===== src/verilog/dispatch_pkg.sv =====
package dispatch_pkg;

    // word and register file sizes
    localparam int WORD_W    = 32;
    localparam int NUM_SREGS = 32;
    localparam int NUM_MREGS = 16;

    typedef logic [4:0] sreg_t;
    typedef logic [3:0] mreg_t;
    typedef logic [1:0] tag_t;

    // producer tags, EXEC is the ALU for scalar and GEMM for matrix
    localparam tag_t TAG_NONE = 2'd0;
    localparam tag_t TAG_EXEC = 2'd1;
    localparam tag_t TAG_LOAD = 2'd2;

    // opcodes in bits 6:0
    localparam logic [6:0] OP_ALU_R   = 7'b0110011;
    localparam logic [6:0] OP_ALU_I   = 7'b0010011;
    localparam logic [6:0] OP_LOAD    = 7'b0000011;
    localparam logic [6:0] OP_STORE   = 7'b0100011;
    localparam logic [6:0] OP_BRANCH  = 7'b1100011;
    localparam logic [6:0] OP_M_LOAD  = 7'b0000111;
    localparam logic [6:0] OP_M_STORE = 7'b0100111;
    localparam logic [6:0] OP_GEMM    = 7'b1010111;

    typedef enum logic [1:0] {FU_NONE_T, FU_S_T, FU_M_T, FU_G_T} fu_type_e;

    // values 1 to 3 double as scalar busy vector index plus one
    typedef enum logic [1:0] {FU_S_NONE, FU_S_ALU, FU_S_LD_ST, FU_S_BRANCH} fu_s_e;

    typedef enum logic [1:0] {FU_M_NONE, FU_M_LD_ST, FU_M_GEMM} fu_m_e;

    typedef enum logic [1:0] {MEM_NONE, MEM_LOAD, MEM_STORE} mem_type_e;

    typedef struct packed {
        fu_type_e   fu_t;
        fu_s_e      fu_s;
        fu_m_e      fu_m;
        logic [11:0] imm;
        logic [2:0] alu_op;
        logic [2:0] branch_op;
        mem_type_e  s_mem_type;
        mem_type_e  m_mem_type;
        logic       s_reg_write;
        logic       m_reg_write;
    } ctrl_t;

    typedef struct packed {
        logic busy;
        tag_t tag;
    } rst_entry_t;

    typedef struct packed {
        logic              valid;
        logic [WORD_W-1:0] imemload;
    } fetch_t;

    // commit notices from writeback
    typedef struct packed {
        logic  s_rw_en;
        sreg_t s_rw;
        logic  m_rw_en;
        mreg_t m_rw;
    } wb_t;

    typedef struct packed {
        sreg_t       rd;
        sreg_t       rs1;
        sreg_t       rs2;
        logic [11:0] imm;
        tag_t        t1;
        tag_t        t2;
    } fust_s_t;

    // rs1 is the base address, rs2 the stride
    typedef struct packed {
        mreg_t       rd;
        sreg_t       rs1;
        sreg_t       rs2;
        logic [10:0] imm;
        tag_t        t1;
        tag_t        t2;
    } fust_m_t;

    typedef struct packed {
        mreg_t rd;
        mreg_t ms1;
        mreg_t ms2;
        mreg_t ms3;
        tag_t  t1;
        tag_t  t2;
        tag_t  t3;
    } fust_g_t;

    typedef struct packed {
        logic [11:0] imm;
        logic [2:0]  alu_op;
        logic [2:0]  branch_op;
        mem_type_e   s_mem_type;
        mem_type_e   m_mem_type;
        mreg_t       m_rw;
        logic        m_rw_en;
    } ex_ctr_t;

    typedef struct packed {
        logic  s_rw_en;
        sreg_t s_rw;
    } wb_ctr_t;

    typedef struct packed {
        logic    valid;
        fu_s_e   fu_s;
        fu_m_e   fu_m;
        ex_ctr_t ex_ctr;
        wb_ctr_t wb_ctr;
    } dispatch_t;

endpackage


===== src/verilog/dispatch.sv =====
module dispatch #(
    parameter int NUM_SREGS = dispatch_pkg::NUM_SREGS,
    parameter int NUM_MREGS = dispatch_pkg::NUM_MREGS
) (
    input  logic                   CLK,
    input  logic                   nRST,
    input  dispatch_pkg::fetch_t   fetch,
    input  logic                   freeze,
    input  logic                   flush,
    input  logic [2:0]             fust_s_busy,
    input  logic                   fust_m_busy,
    input  logic                   fust_g_busy,
    input  dispatch_pkg::wb_t      wb,
    output dispatch_pkg::dispatch_t out,
    output logic                   stall,
    output logic                   n_fust_s_en,
    output dispatch_pkg::fu_s_e    n_fu_s,
    output dispatch_pkg::fust_s_t  n_fust_s,
    output logic                   n_fust_m_en,
    output dispatch_pkg::fust_m_t  n_fust_m,
    output logic                   n_fust_g_en,
    output dispatch_pkg::fust_g_t  n_fust_g
);

    import dispatch_pkg::*;

    logic [WORD_W-1:0] instr;
    ctrl_t             ctrl;

    sreg_t s_rd;
    sreg_t s_rs1;
    sreg_t s_rs2;
    mreg_t m_rd;
    mreg_t m_rs1;
    mreg_t m_rs2;
    mreg_t m_rs3;

    rst_entry_t [NUM_SREGS-1:0] s_status;
    rst_entry_t [NUM_MREGS-1:0] m_status;

    logic live;
    logic s_busy;
    logic m_busy;
    logic waw;
    logic hazard;
    logic go;

    logic s_di_write;
    tag_t s_di_tag;
    logic m_di_write;
    tag_t m_di_tag;

    dispatch_t next_out;

    // register fields, scalar and matrix formats overlap
    assign instr = fetch.imemload;
    assign s_rd  = instr[11:7];
    assign s_rs1 = instr[19:15];
    assign s_rs2 = instr[24:20];
    assign m_rd  = instr[31:28];
    assign m_rs1 = instr[27:24];
    assign m_rs2 = instr[23:20];
    assign m_rs3 = instr[19:16];

    instr_decoder u_dec (
        .instr (instr),
        .ctrl  (ctrl)
    );

    assign live = fetch.valid && (ctrl.fu_t != FU_NONE_T);

    // structural hazard on the selected unit
    always_comb begin
        case (ctrl.fu_s)
            FU_S_ALU:    s_busy = fust_s_busy[0];
            FU_S_LD_ST:  s_busy = fust_s_busy[1];
            FU_S_BRANCH: s_busy = fust_s_busy[2];
            default:     s_busy = 1'b0;
        endcase

        case (ctrl.fu_m)
            FU_M_LD_ST: m_busy = fust_m_busy;
            FU_M_GEMM:  m_busy = fust_g_busy;
            default:    m_busy = 1'b0;
        endcase
    end

    // waw against the destination's pending write
    always_comb begin
        if (ctrl.s_reg_write) begin
            waw = s_status[s_rd].busy;
        end else if (ctrl.m_reg_write) begin
            waw = m_status[m_rd].busy;
        end else begin
            waw = 1'b0;
        end
    end

    assign hazard = live && (s_busy || m_busy || waw);
    assign stall  = hazard;
    assign go     = live && !hazard && !freeze && !flush;

    // r0 is hardwired, never pending
    assign s_di_write = go && ctrl.s_reg_write && (s_rd != '0);
    assign s_di_tag   = (ctrl.s_mem_type == MEM_LOAD) ? TAG_LOAD : TAG_EXEC;
    assign m_di_write = go && ctrl.m_reg_write;
    assign m_di_tag   = (ctrl.m_mem_type == MEM_LOAD) ? TAG_LOAD : TAG_EXEC;

    reg_status_table #(
        .NREGS (NUM_SREGS)
    ) u_srst (
        .CLK      (CLK),
        .nRST     (nRST),
        .di_write (s_di_write),
        .di_sel   (s_rd),
        .di_tag   (s_di_tag),
        .wb_write (wb.s_rw_en),
        .wb_sel   (wb.s_rw),
        .status   (s_status)
    );

    reg_status_table #(
        .NREGS (NUM_MREGS)
    ) u_mrst (
        .CLK      (CLK),
        .nRST     (nRST),
        .di_write (m_di_write),
        .di_sel   (m_rd),
        .di_tag   (m_di_tag),
        .wb_write (wb.m_rw_en),
        .wb_sel   (wb.m_rw),
        .status   (m_status)
    );

    // issue in the same cycle, cleared entries already read TAG_NONE
    assign n_fust_s_en = go && (ctrl.fu_t == FU_S_T);
    assign n_fust_m_en = go && (ctrl.fu_t == FU_M_T);
    assign n_fust_g_en = go && (ctrl.fu_t == FU_G_T);
    assign n_fu_s      = ctrl.fu_s;

    always_comb begin
        n_fust_s.rd  = s_rd;
        n_fust_s.rs1 = s_rs1;
        n_fust_s.rs2 = s_rs2;
        n_fust_s.imm = ctrl.imm;
        n_fust_s.t1  = s_status[s_rs1].tag;
        n_fust_s.t2  = s_status[s_rs2].tag;

        // matrix ld/st sources are scalar base and stride
        n_fust_m.rd  = m_rd;
        n_fust_m.rs1 = s_rs1;
        n_fust_m.rs2 = s_rs2;
        n_fust_m.imm = ctrl.imm[10:0];
        n_fust_m.t1  = s_status[s_rs1].tag;
        n_fust_m.t2  = s_status[s_rs2].tag;

        n_fust_g.rd  = m_rd;
        n_fust_g.ms1 = m_rs1;
        n_fust_g.ms2 = m_rs2;
        n_fust_g.ms3 = m_rs3;
        n_fust_g.t1  = m_status[m_rs1].tag;
        n_fust_g.t2  = m_status[m_rs2].tag;
        n_fust_g.t3  = m_status[m_rs3].tag;
    end

    always_comb begin
        next_out.valid             = live;
        next_out.fu_s              = ctrl.fu_s;
        next_out.fu_m              = ctrl.fu_m;
        next_out.ex_ctr.imm        = ctrl.imm;
        next_out.ex_ctr.alu_op     = ctrl.alu_op;
        next_out.ex_ctr.branch_op  = ctrl.branch_op;
        next_out.ex_ctr.s_mem_type = ctrl.s_mem_type;
        next_out.ex_ctr.m_mem_type = ctrl.m_mem_type;
        next_out.ex_ctr.m_rw       = m_rd;
        next_out.ex_ctr.m_rw_en    = ctrl.m_reg_write;
        next_out.wb_ctr.s_rw_en    = ctrl.s_reg_write;
        next_out.wb_ctr.s_rw       = s_rd;
    end

    // flush beats freeze, freeze and hazard both hold
    always_ff @(posedge CLK, negedge nRST) begin
        if (!nRST) begin
            out <= '0;
        end else if (flush) begin
            out <= '0;
        end else if (!freeze && !hazard) begin
            out <= next_out;
        end
    end

endmodule


===== src/verilog/instr_decoder.sv =====
module instr_decoder (
    input  logic [dispatch_pkg::WORD_W-1:0] instr,
    output dispatch_pkg::ctrl_t             ctrl
);

    import dispatch_pkg::*;

    logic [6:0]  opcode;
    logic [2:0]  funct3;
    logic [11:0] imm_i;
    logic [11:0] imm_s;
    logic [11:0] imm_b;
    logic [11:0] imm_m;

    assign opcode = instr[6:0];
    assign funct3 = instr[14:12];

    // immediate formats
    assign imm_i = instr[31:20];
    assign imm_s = {instr[31:25], instr[11:7]};
    // branch offset without the implied zero lsb
    assign imm_b = {instr[31], instr[7], instr[30:25], instr[11:8]};
    // matrix ld/st offset sits around the register fields, 11 bits wide
    assign imm_m = {1'b0, instr[27:25], instr[14:7]};

    always_comb begin
        ctrl = '0;

        case (opcode)
            OP_ALU_R: begin
                ctrl.fu_t        = FU_S_T;
                ctrl.fu_s        = FU_S_ALU;
                ctrl.alu_op      = funct3;
                ctrl.s_reg_write = 1'b1;
            end
            OP_ALU_I: begin
                ctrl.fu_t        = FU_S_T;
                ctrl.fu_s        = FU_S_ALU;
                ctrl.imm         = imm_i;
                ctrl.alu_op      = funct3;
                ctrl.s_reg_write = 1'b1;
            end
            OP_LOAD: begin
                ctrl.fu_t        = FU_S_T;
                ctrl.fu_s        = FU_S_LD_ST;
                ctrl.imm         = imm_i;
                ctrl.alu_op      = funct3;
                ctrl.s_mem_type  = MEM_LOAD;
                ctrl.s_reg_write = 1'b1;
            end
            OP_STORE: begin
                ctrl.fu_t       = FU_S_T;
                ctrl.fu_s       = FU_S_LD_ST;
                ctrl.imm        = imm_s;
                ctrl.alu_op     = funct3;
                ctrl.s_mem_type = MEM_STORE;
            end
            OP_BRANCH: begin
                ctrl.fu_t      = FU_S_T;
                ctrl.fu_s      = FU_S_BRANCH;
                ctrl.imm       = imm_b;
                ctrl.alu_op    = funct3;
                ctrl.branch_op = funct3;
            end
            OP_M_LOAD: begin
                ctrl.fu_t        = FU_M_T;
                ctrl.fu_m        = FU_M_LD_ST;
                ctrl.imm         = imm_m;
                ctrl.alu_op      = funct3;
                ctrl.m_mem_type  = MEM_LOAD;
                ctrl.m_reg_write = 1'b1;
            end
            OP_M_STORE: begin
                ctrl.fu_t       = FU_M_T;
                ctrl.fu_m       = FU_M_LD_ST;
                ctrl.imm        = imm_m;
                ctrl.alu_op     = funct3;
                ctrl.m_mem_type = MEM_STORE;
            end
            OP_GEMM: begin
                ctrl.fu_t        = FU_G_T;
                ctrl.fu_m        = FU_M_GEMM;
                ctrl.alu_op      = funct3;
                ctrl.m_reg_write = 1'b1;
            end
            // illegal opcode leaves everything clear
            default: ctrl = '0;
        endcase
    end

endmodule


===== src/verilog/reg_status_table.sv =====
module reg_status_table #(
    parameter int NREGS = 32
) (
    input  logic                                   CLK,
    input  logic                                   nRST,
    input  logic                                   di_write,
    input  logic [$clog2(NREGS)-1:0]               di_sel,
    input  dispatch_pkg::tag_t                     di_tag,
    input  logic                                   wb_write,
    input  logic [$clog2(NREGS)-1:0]               wb_sel,
    output dispatch_pkg::rst_entry_t [NREGS-1:0]   status
);

    import dispatch_pkg::*;

    rst_entry_t [NREGS-1:0] status_next;

    always_comb begin
        status_next = status;

        // commit first so a dispatch to the same register overrides it
        if (wb_write) begin
            status_next[wb_sel].busy = 1'b0;
            status_next[wb_sel].tag  = TAG_NONE;
        end

        if (di_write) begin
            status_next[di_sel].busy = 1'b1;
            status_next[di_sel].tag  = di_tag;
        end
    end

    always_ff @(posedge CLK, negedge nRST) begin
        if (!nRST) begin
            status <= '0;
        end else begin
            status <= status_next;
        end
    end

endmodule

===== config.mk =====
export PLATFORM = sky130hd
export DESIGN_NAME = dispatch
export DESIGN_NICKNAME = d
export VERILOG_FILES = /design/src/verilog/dispatch_pkg.sv /design/src/verilog/dispatch.sv /design/src/verilog/instr_decoder.sv /design/src/verilog/reg_status_table.sv
export SDC_FILE = /design/constraint.sdc
export NUM_CORES = 1
export LEC_CHECK = 0
export BUFFER_PORTS_ARGS = -buffer_cell sky130_fd_sc_hd__buf_2
export CORE_UTILIZATION = 55
export DETAILED_ROUTE_END_ITERATION = 8
export PLACE_DENSITY_LB_ADDON = 0.08
export SYNTH_ARGS = -nofsm -noshare
export SYNTH_HDL_FRONTEND = slang
export SYNTH_SLANG_ARGS = --single-unit

===== constraint.sdc =====
create_clock -name CLK -period 7.7 [get_ports CLK]
set_input_delay 0.77 -clock CLK [delete_from_list [all_inputs] [get_ports CLK]]
set_output_delay 0.77 -clock CLK [all_outputs]
set_load 0.01 [all_outputs]

=== Yosys cells after proc, flatten, opt, wreduce, memory -nomap -nowiden ===
Cells that the tools add are included.

* Bits of input ports: 53
* Output and inout port bits: 126
* Word-level logic and storage cells: 231
* Register bits: 182

* Equality and inequality tests: 18
* Multiplexer cells: 60
* $lt $le $gt $ge: 13
* Reductions and logical operators: 32

{| class="wikitable"
|+ Operator list
! cell !! count
|-
| 96-bit bitwise mux || 4
|-
| 48-bit bitwise mux || 4
|-
| 96-bit two-way mux || 2
|-
| 48-bit two-way mux || 2
|-
| 38-bit two-way mux || 2
|-
| 3-bit demux with 5-bit select || 4
|-
| 3-bit binary-select mux with 4-bit select || 4
|-
| 3-bit demux with 4-bit select || 4
|-
| 12-bit one-hot mux with 4 select lines || 1
|-
| 3-bit binary-select mux with 5-bit select || 3
|-
| 4-bit by 5-bit less-than comparator with 1-bit output (second input constant) || 5
|-
| 5-bit by 6-bit less-than comparator with 1-bit output (second input constant) || 4
|-
| 3-bit two-way mux || 8
|-
| 2-bit two-way mux || 11
|-
| 7-bit by 6-bit equality test with 1-bit output (second input constant) || 3
|-
| 1-bit logical AND || 16
|-
| 7-bit equality test (second input constant) || 2
|-
| 2-bit one-hot mux with 2 select lines || 3
|-
| 2-bit one-hot mux with 3 select lines || 2
|-
| 2-bit by 1-bit equality test with 1-bit output (second input constant) || 5
|-
| 2-bit equality test (second input constant) || 5
|-
| 5-bit by 1-bit >= comparator with 1-bit output (second input constant) || 2
|-
| 2-bit OR reduction || 5
|-
| 4-bit by 1-bit >= comparator with 1-bit output (second input constant) || 2
|-
| 13 further kinds || 20
|}

=== Depth between registers and ports, before layout ===
Gate-level depths: netlist of run 1.

* Depth after elaboration: 15
* Mapped depth: 14
* Mapped depth without buffers: 12

=== By module ===
Synthesis of run 1 repeated with hierarchy kept, for this count alone.

* Cell total of the unflattened synthesis: 1,092
* Area, all modules: 12,186.7 µm²

{| class="wikitable"
|+ Modules (own cells, without submodules)
! module !! times used !! cells each !! seq. area each (µm²) !! area each (µm²)
|-
| dispatch || 1 || 485 || 950.9 || 5,398.9
|-
| reg_status_table (u_srst) || 1 || 354 || 2,402.3 || 4,161.5
|-
| reg_status_table (u_mrst) || 1 || 181 || 1,201.2 || 2,104.5
|-
| instr_decoder || 1 || 72 || 0.0 || 521.8
|}

=== Least setup slack after synthesis of run 1 ===
Ideal clock, no wire load.

* Path kind: input port to output port
* Start: input port fetch[3] (netlist name)
* End: output port n_fust_m_en
* Arrival: 3.181 ns
* Slack: 3.749 ns
* Path buffers: 2
* Data required time: 6.930 ns
* Cell stages on the path: 11
* Cells stage by stage: nand3b_1 nor3_1 and2_1 clkbuf_1 ha_1 nor2_1 a221oi_1 o2111ai_2 a21oi_1 buf_2 nor3b_1

* Longest elaborated chain between the ends: 13
* Elaborated cells between the ends (all ways): 39
* Classes of those cells: eq/ne: 14; mux: 9; reduce/logical: 16

{| class="wikitable"
|+ RTL lines
! what !! line !! source
|-
| from (decl) || dispatch.sv:7 || <nowiki>input dispatch_pkg::fetch_t fetch,</nowiki>
|-
| 7-bit by 2-bit equality test with 1-bit output (tied with other cells) || instr_decoder.sv:29 || <nowiki>case (opcode)</nowiki>
|-
| 2-bit OR reduction (no source line) || n/a ||
|-
| 2-bit one-hot mux with 3 select lines or 2-bit one-hot mux with 2 select lines (tied branches) || instr_decoder.sv:29 ||
|-
| 2-bit equality test (tied with other cells) || dispatch.sv:74 || <nowiki>case (ctrl.fu_s)</nowiki>
|-
| 1-bit one-hot mux with 3 select lines or 1-bit one-hot mux with 2 select lines (tied branches) || dispatch.sv:74, dispatch.sv:81 ||
|-
| 1-bit logical OR (2 in a row) || dispatch.sv:99 || <nowiki>assign hazard = live && (s_busy || m_busy || waw);</nowiki>
|-
| 1-bit logical AND || dispatch.sv:99 ||
|-
| 1-bit zero test || dispatch.sv:101 || <nowiki>assign go = live && !hazard && !freeze && !flush;</nowiki>
|-
| 1-bit logical AND (3 in a row) || dispatch.sv:101 ||
|-
| 1-bit logical AND (*) || dispatch.sv:137 || <nowiki>assign n_fust_m_en = go && (ctrl.fu_t == FU_M_T);</nowiki>
|-
| to (decl) || dispatch.sv:19 || <nowiki>output logic n_fust_m_en,</nowiki>
|}

Every way passes the cells marked *; elsewhere a longest branch is shown, timed or not.

=== Worst setup path after layout of run 1 ===
Same ends and word-level chain as after synthesis.

==> reports/metrics.cfg, run 1 <==
[status]
status=complete, no violations

[sta]
hold_ws_ns=0.2760
slew_viol_final=0
period_minus_slack_ns=5.086
worst_pin_slew_ns=1.108
setup_viol=0
fmax_mhz=196.6
fin_crit_sh=0.6605
finalHoldViolations=0
slew_headroom=0.2586
rsz0062_at_grt=no
skew_ns=0.01103
setup_tns_ns=0

[finish]
finalInstanceArea_mm2=0.01184
final_cells=1314
drive_gt1_frac=0.3131
num-fill-cells=1534
fin_util=0.6288
antenna_cells=0
area_delta_synth_final_pct=11.41
nets=1097

[logic_synthesis]
netlist.area_leader.share=0.4285
synth_enable_flop_cells=0
syn_area_per_cell_um2=11.22
synth_ff_type=dfrtp_1
synth_nets=1003
synthArstFlopShare=1.000
synth.distinct_cells=52
synth_area_leader_cell=dfrtp_1
yosys_warnings=0
ys_seq_area_frac=0.4285
syn_inst=947
synth.area.top_cells=dfrtp_1 (43%), mux4_2 (15%), mux2i_1 (11%), nand2_1 (8.3%), buf_4 (4.4%)
netlist_area_mm2=0.01063
synth_seq_cells=182

[cts]
post_cts_buffers=0
clock_latency_ns=0.44
clock-sinks=182
clock_path_buffers=2
cts_root_buf=clkbuf_16
cts_tree=built
cts_buffers=17
htreeDepth=4
cts.repair.resized=0
path_clk_slew_ns=0.07
hold_buffers=0

[placed_design]
place_inst=1282
dp_hpwl_mm=20.99
portBuffers=178
gp_congestion=0.9308
postPlaceCellArea_mm2=0.01127

[worst_setup_path]
worstPathCellList=buf_2 -> nand3b_1 -> nor3_1 -> and2_1 -> inv_1 -> ha_1 -> a22oi_1 -> nor2_1 -> a221oi_1 -> o2111ai_2 -> a21oi_1 -> nor3b_1 -> buf_2
slowest_stage=a21oi_1
reg2regPathDepth=7
cp_common_cell=buf_2
worst-r2r-setup-slack_ns=4.47
critPathCaptureType=output pin
critPathKind=input pin to output pin
critPathArrivalTime_ns=4.32
crit_path_max_fanout=12
max_stage_delay_ns=0.79
crit_required_ns=6.93
start_kind=input pin

[detailed_routing]
dr_total_vias=8121
vias_per_cell=6.180
wire_per_inst_um=23.35
drtIter0Drc=748
totalWireLength_mm=30.68
drtAntennaViolNets=0
post-route-drc-count=0
dr.pass1.iters=5

[power]
power_density_mw_per_mm2=169.7
max-vdd-ir-drop_mv=0.1405
leakage_nw=6.082

[die]
io_pins=179
start_util=0.5645
dieWidth_um=141.0
num_rows=50
core_region_area_mm2=0.01883
die_area_mm2=0.01989
die_h_um=141.0

[grt]
first_global_vias=8269
grtUsageTotal=0.3241
grt_pass1_wl_mm=47.85
antenna_found_initial=0
grt_overflow=0
grt_max_degree=75

[worst_hold_path]
hold_class=input pin to async pin

[job]
maxCapViolCount=0

[critical path: cells and delay by family]
| kind | cells | cell delay (ns) |
|---|---|---|
| compound gates | 4 | 1.59 |
| buf+inv | 3 | 0.41 |
| fa+ha+maj | 1 | 0.23 |
| simple gates | 5 | 1.31 |
[layer usage]
| layer | global-route usage | part of all wire | up-vias |
|---|---|---|---|
| li1 | - | - | 3556 |
| met2 | 0.5418 | 0.50 | 359 |
| met1 | 0.4186 | 0.40 | 4127 |
| met3 | 0.06046 | 0.062 | 79 |
| met4 | 0.1316 | 0.032 | 0 |
| met5 | 0 | 0 | - |
[cell type report]
type                    instances  area [µm²]  area share
clock buffers                  17       425.4     0.03593
clock inverters                15       145.1     0.01226
inverters                      10       37.54    0.003170
multi-input cells             642        5381      0.4545
flip-flops and latches        182        4554      0.3846
well taps                     260       325.3     0.02747
repair buffers                188       972.2     0.08210
[sequential cells by signal (all words and copies together) (netlist names)]
name,count
u_srst.status,96
u_mrst.status,48
out,38
[stage by stage]
stage / power [mW] / worst slack, ns
after global placement: 1.155 / 2.797
after floorplan: 1.085 / 3.749
after global routing: 2.069 / 2.303
final: 2.009 / 2.614
after CTS: 2.023 / 2.658
after detailed placement: 1.156 / 2.683
[report_power, final]
part           internal (mW)  switching (mW)  total (mW)
registers              0.959         0.00217       0.961
clock network          0.454           0.418       0.872
logic                 0.0543           0.122       0.176
total                   1.47           0.542        2.01
[final timing paths]
path,start,endpoint
setup / recovery,fetch[3],n_fust_m_en
hold / removal,nRST,u_mrst.status[23]
setup reg to reg,u_mrst.status[47],u_mrst.status[13]
hold reg to reg,u_srst.status[86],u_srst.status[86]
max in group asynchronous,nRST,u_srst.status[24]
min in group CLK,u_srst.status[86],u_srst.status[86]
[logic make-up (layout without fill, tap and decap cells)]
kind of cell	after synthesis	in the layout	synth area share
multiplexers	191	191	0.2653
XOR/XNOR	1	1	0.0008242
AND/OR/NAND/NOR	352	352	0.1601
buffers and inverters	123	230	0.06675
AO/OA/AOI/OAI	95	95	0.07499
adder cells (fa/ha/maj)	3	3	0.003532
flip-flops	182	182	0.4285
[cells in the final DEF (no fill, tap or decap), types with 5 or more instances in the layout]
| cell | instances |
|---|---|
| nand3b_1 | 8 |
| dfrtp_1 | 182 |
| nor3b_1 | 8 |
| and2_1 | 6 |
| a22oi_1 | 10 |
| inv_6 | 5 |
| nor2_1 | 14 |
| mux4_2 | 72 |
| inv_1 | 10 |
| a21o_1 | 19 |
| nor3_1 | 5 |
| nor2b_1 | 6 |
| and3b_1 | 5 |
| nand2_1 | 236 |
| o22ai_1 | 5 |
| mux2_2 | 6 |
| buf_4 | 10 |
| a21oi_1 | 5 |
| and3_1 | 5 |
| a32o_1 | 9 |
| a22o_1 | 28 |
| nand3_1 | 10 |
| nand4_1 | 8 |
| nor2_4 | 16 |
| clkbuf_16 | 17 |
| mux2i_1 | 113 |
| buf_2 | 177 |
| nand2b_1 | 5 |
[synthesized netlist by cell type (all sizes together) (9+ instances only)]
master and n:
nand3 10, clkbuf 31, inv 10, a22o 28
a21o 19, nor2 30, nand2 236, mux2i 113
a32o 9, dfrtp 182, buf 82, mux4 72
a22oi 10, nor3b 9
No activity file was read; power rests on OpenSTA's default activity.
==> run 2, diff against run 1 <==
Clock period 7.7 ns to 5.02 ns, I/O delays scaled along.
==> run 2 against run 1 <==
- first-iteration DRC count down 9.0%
- hold slack worse by 0.099 ns
- clock skew up 0.00061 ns
- flip-flop and latch count unchanged
- power up 56%
==> reports/metrics.cfg, run 2 (same netlist as run 1, synthesis figures left out) <==
[sta]
finalHoldViolations=0
setup_tns_ns=0
slew_headroom=0.2281
worst_pin_slew_ns=1.154
fmax_mhz=235.6
slew_viol_final=0
setup_viol=0
skew_ns=0.01164
period_minus_slack_ns=4.244
rsz0062_at_grt=no
fin_crit_sh=0.8455

[placed_design]
portBuffers=178
gp_congestion=0.8796
dp_hpwl_mm=20.62
postPlaceCellArea_mm2=0.01128

[job]
maxCapViolCount=0

[cts]
cts_root_buf=clkbuf_16
clock_latency_ns=0.44
htreeDepth=4
hold_buffers=0
cts_buffers=17
cts_tree=built
cts.repair.resized=0
path_clk_slew_ns=0.08
post_cts_buffers=0
clock-sinks=182
clock_path_buffers=2

[finish]
largest_reg_flops=96
nets=1097
finalInstanceArea_mm2=0.01189
area_delta_synth_final_pct=11.90
layout_common_cells=nand2_1 (236), dfrtp_1 (182), buf_2 (177)
drive_gt1_frac=0.3131
top_regs=u_srst.status: 96 flops, u_mrst.status: 48 flops, out: 38 flops
antenna_cells=0
regMostFlops=u_srst.status
final_common_cell=nand2_1

[die]
core_region_area_mm2=0.01883
die_h_um=141.0
num_rows=50
start_util=0.5645
dieWidth_um=141.0
io_pins=179
die_area_mm2=0.01989

[worst_setup_path]
crit_path_max_fanout=12
worst-r2r-setup-slack_ns=1.81
r2r_end=u_srst.status[69]
worstPathCellList=buf_2 -> nand3b_1 -> nor3_1 -> and2_1 -> inv_1 -> ha_1 -> a22oi_1 -> nor2_1 -> a221oi_1 -> o2111ai_2 -> a21oi_1 -> nor3b_1 -> buf_2
critPathCaptureType=output pin
reg2regPathDepth=7
cp_common_cell=buf_2
critPathKind=input pin to output pin
start_kind=input pin
slowest_stage=a21oi_1
r2r-start=u_mrst.status[47]
crit_required_ns=4.52
max_stage_delay_ns=0.41
critPathArrivalTime_ns=3.74

[detailed_routing]
wire_per_inst_um=22.86
post-route-drc-count=0
totalWireLength_mm=30.04
dr.pass1.iters=6
dr_total_vias=8003
vias_per_cell=6.091
drtIter0Drc=681
drtAntennaViolNets=0

[power]
power_density_mw_per_mm2=263.3
max-vdd-ir-drop_mv=0.2449
leakage_nw=6.116

[grt]
grt_pass1_wl_mm=46.13
antenna_found_initial=0
grt_max_degree=103
first_global_vias=7923
grt_overflow=0
grtUsageTotal=0.3136

[worst_hold_path]
hold_class=input pin to async pin

[status]
status=complete, no violations

[run 2: how the worst max path moves through the flow]
stage / startpoint / slack (ns) / depth (start not counted) / end
after floorplan: fetch[3] / 1.61 / 11 / n_fust_m_en
after global placement: fetch[3] / 0.84 / 13 / u_srst.status[15]
after detailed placement: fetch[3] / 0.68 / 13 / u_srst.status[15]
after CTS: fetch[3] / 0.84 / 13 / n_fust_m_en
after global routing: fetch[3] / 0.46 / 13 / n_fust_m_en
final: fetch[3] / 0.78 / 13 / n_fust_m_en
[run 2: layout make-up]
class,count,area [µm²]
Clock buffer,17,425.4
Clock inverter,15,185.2
Fill cell,1527,6937
Inverter,10,37.54
Multi-Input combinational cell,642,5381
Sequential cell,182,4554
Tap cell,260,325.3
Timing Repair Buffer,188,984.7
[run 2: worst max-delay path: cells and delay by family]
family | cells | cell delay [ns]
and+or+nand+nor | 5 | 1.32
AOI/OAI and AO/OA | 4 | 1.27
buffers and inverters | 3 | 0.41
adders and majority gates | 1 | 0.24
[run 2: stage by stage]
step                      cells  total power, mW    util  setup WS (ns)  hold WS (ns)
after global placement     1282            1.772  0.5992         0.8353        0.4551
after detailed placement   1282            1.773  0.5992         0.6812        0.4573
after floorplan             947            1.665       -          1.605        0.2064
after global routing       1314            3.228  0.6316         0.4625        0.2590
after CTS                  1314            3.159  0.6316         0.8445        0.2041
final                      1314            3.131  0.6316         0.7755        0.1765
[run 2: report_power, final]
group / internal [mW] / total [mW] / switching [mW]
logic: 0.0839 / 0.269 / 0.185
clock network: 0.720 / 1.39 / 0.669
registers: 1.47 / 1.47 / 0.00327
total: 2.27 / 3.13 / 0.857
[run 2: metal layers]
layer  share of wire  global-route usage  vias up
li1                -                   -     3560
met1            0.40              0.4019     4051
met2            0.51              0.5352      334
met3           0.055             0.04993       58
met4           0.034              0.1253        0
met5               0                   0        -
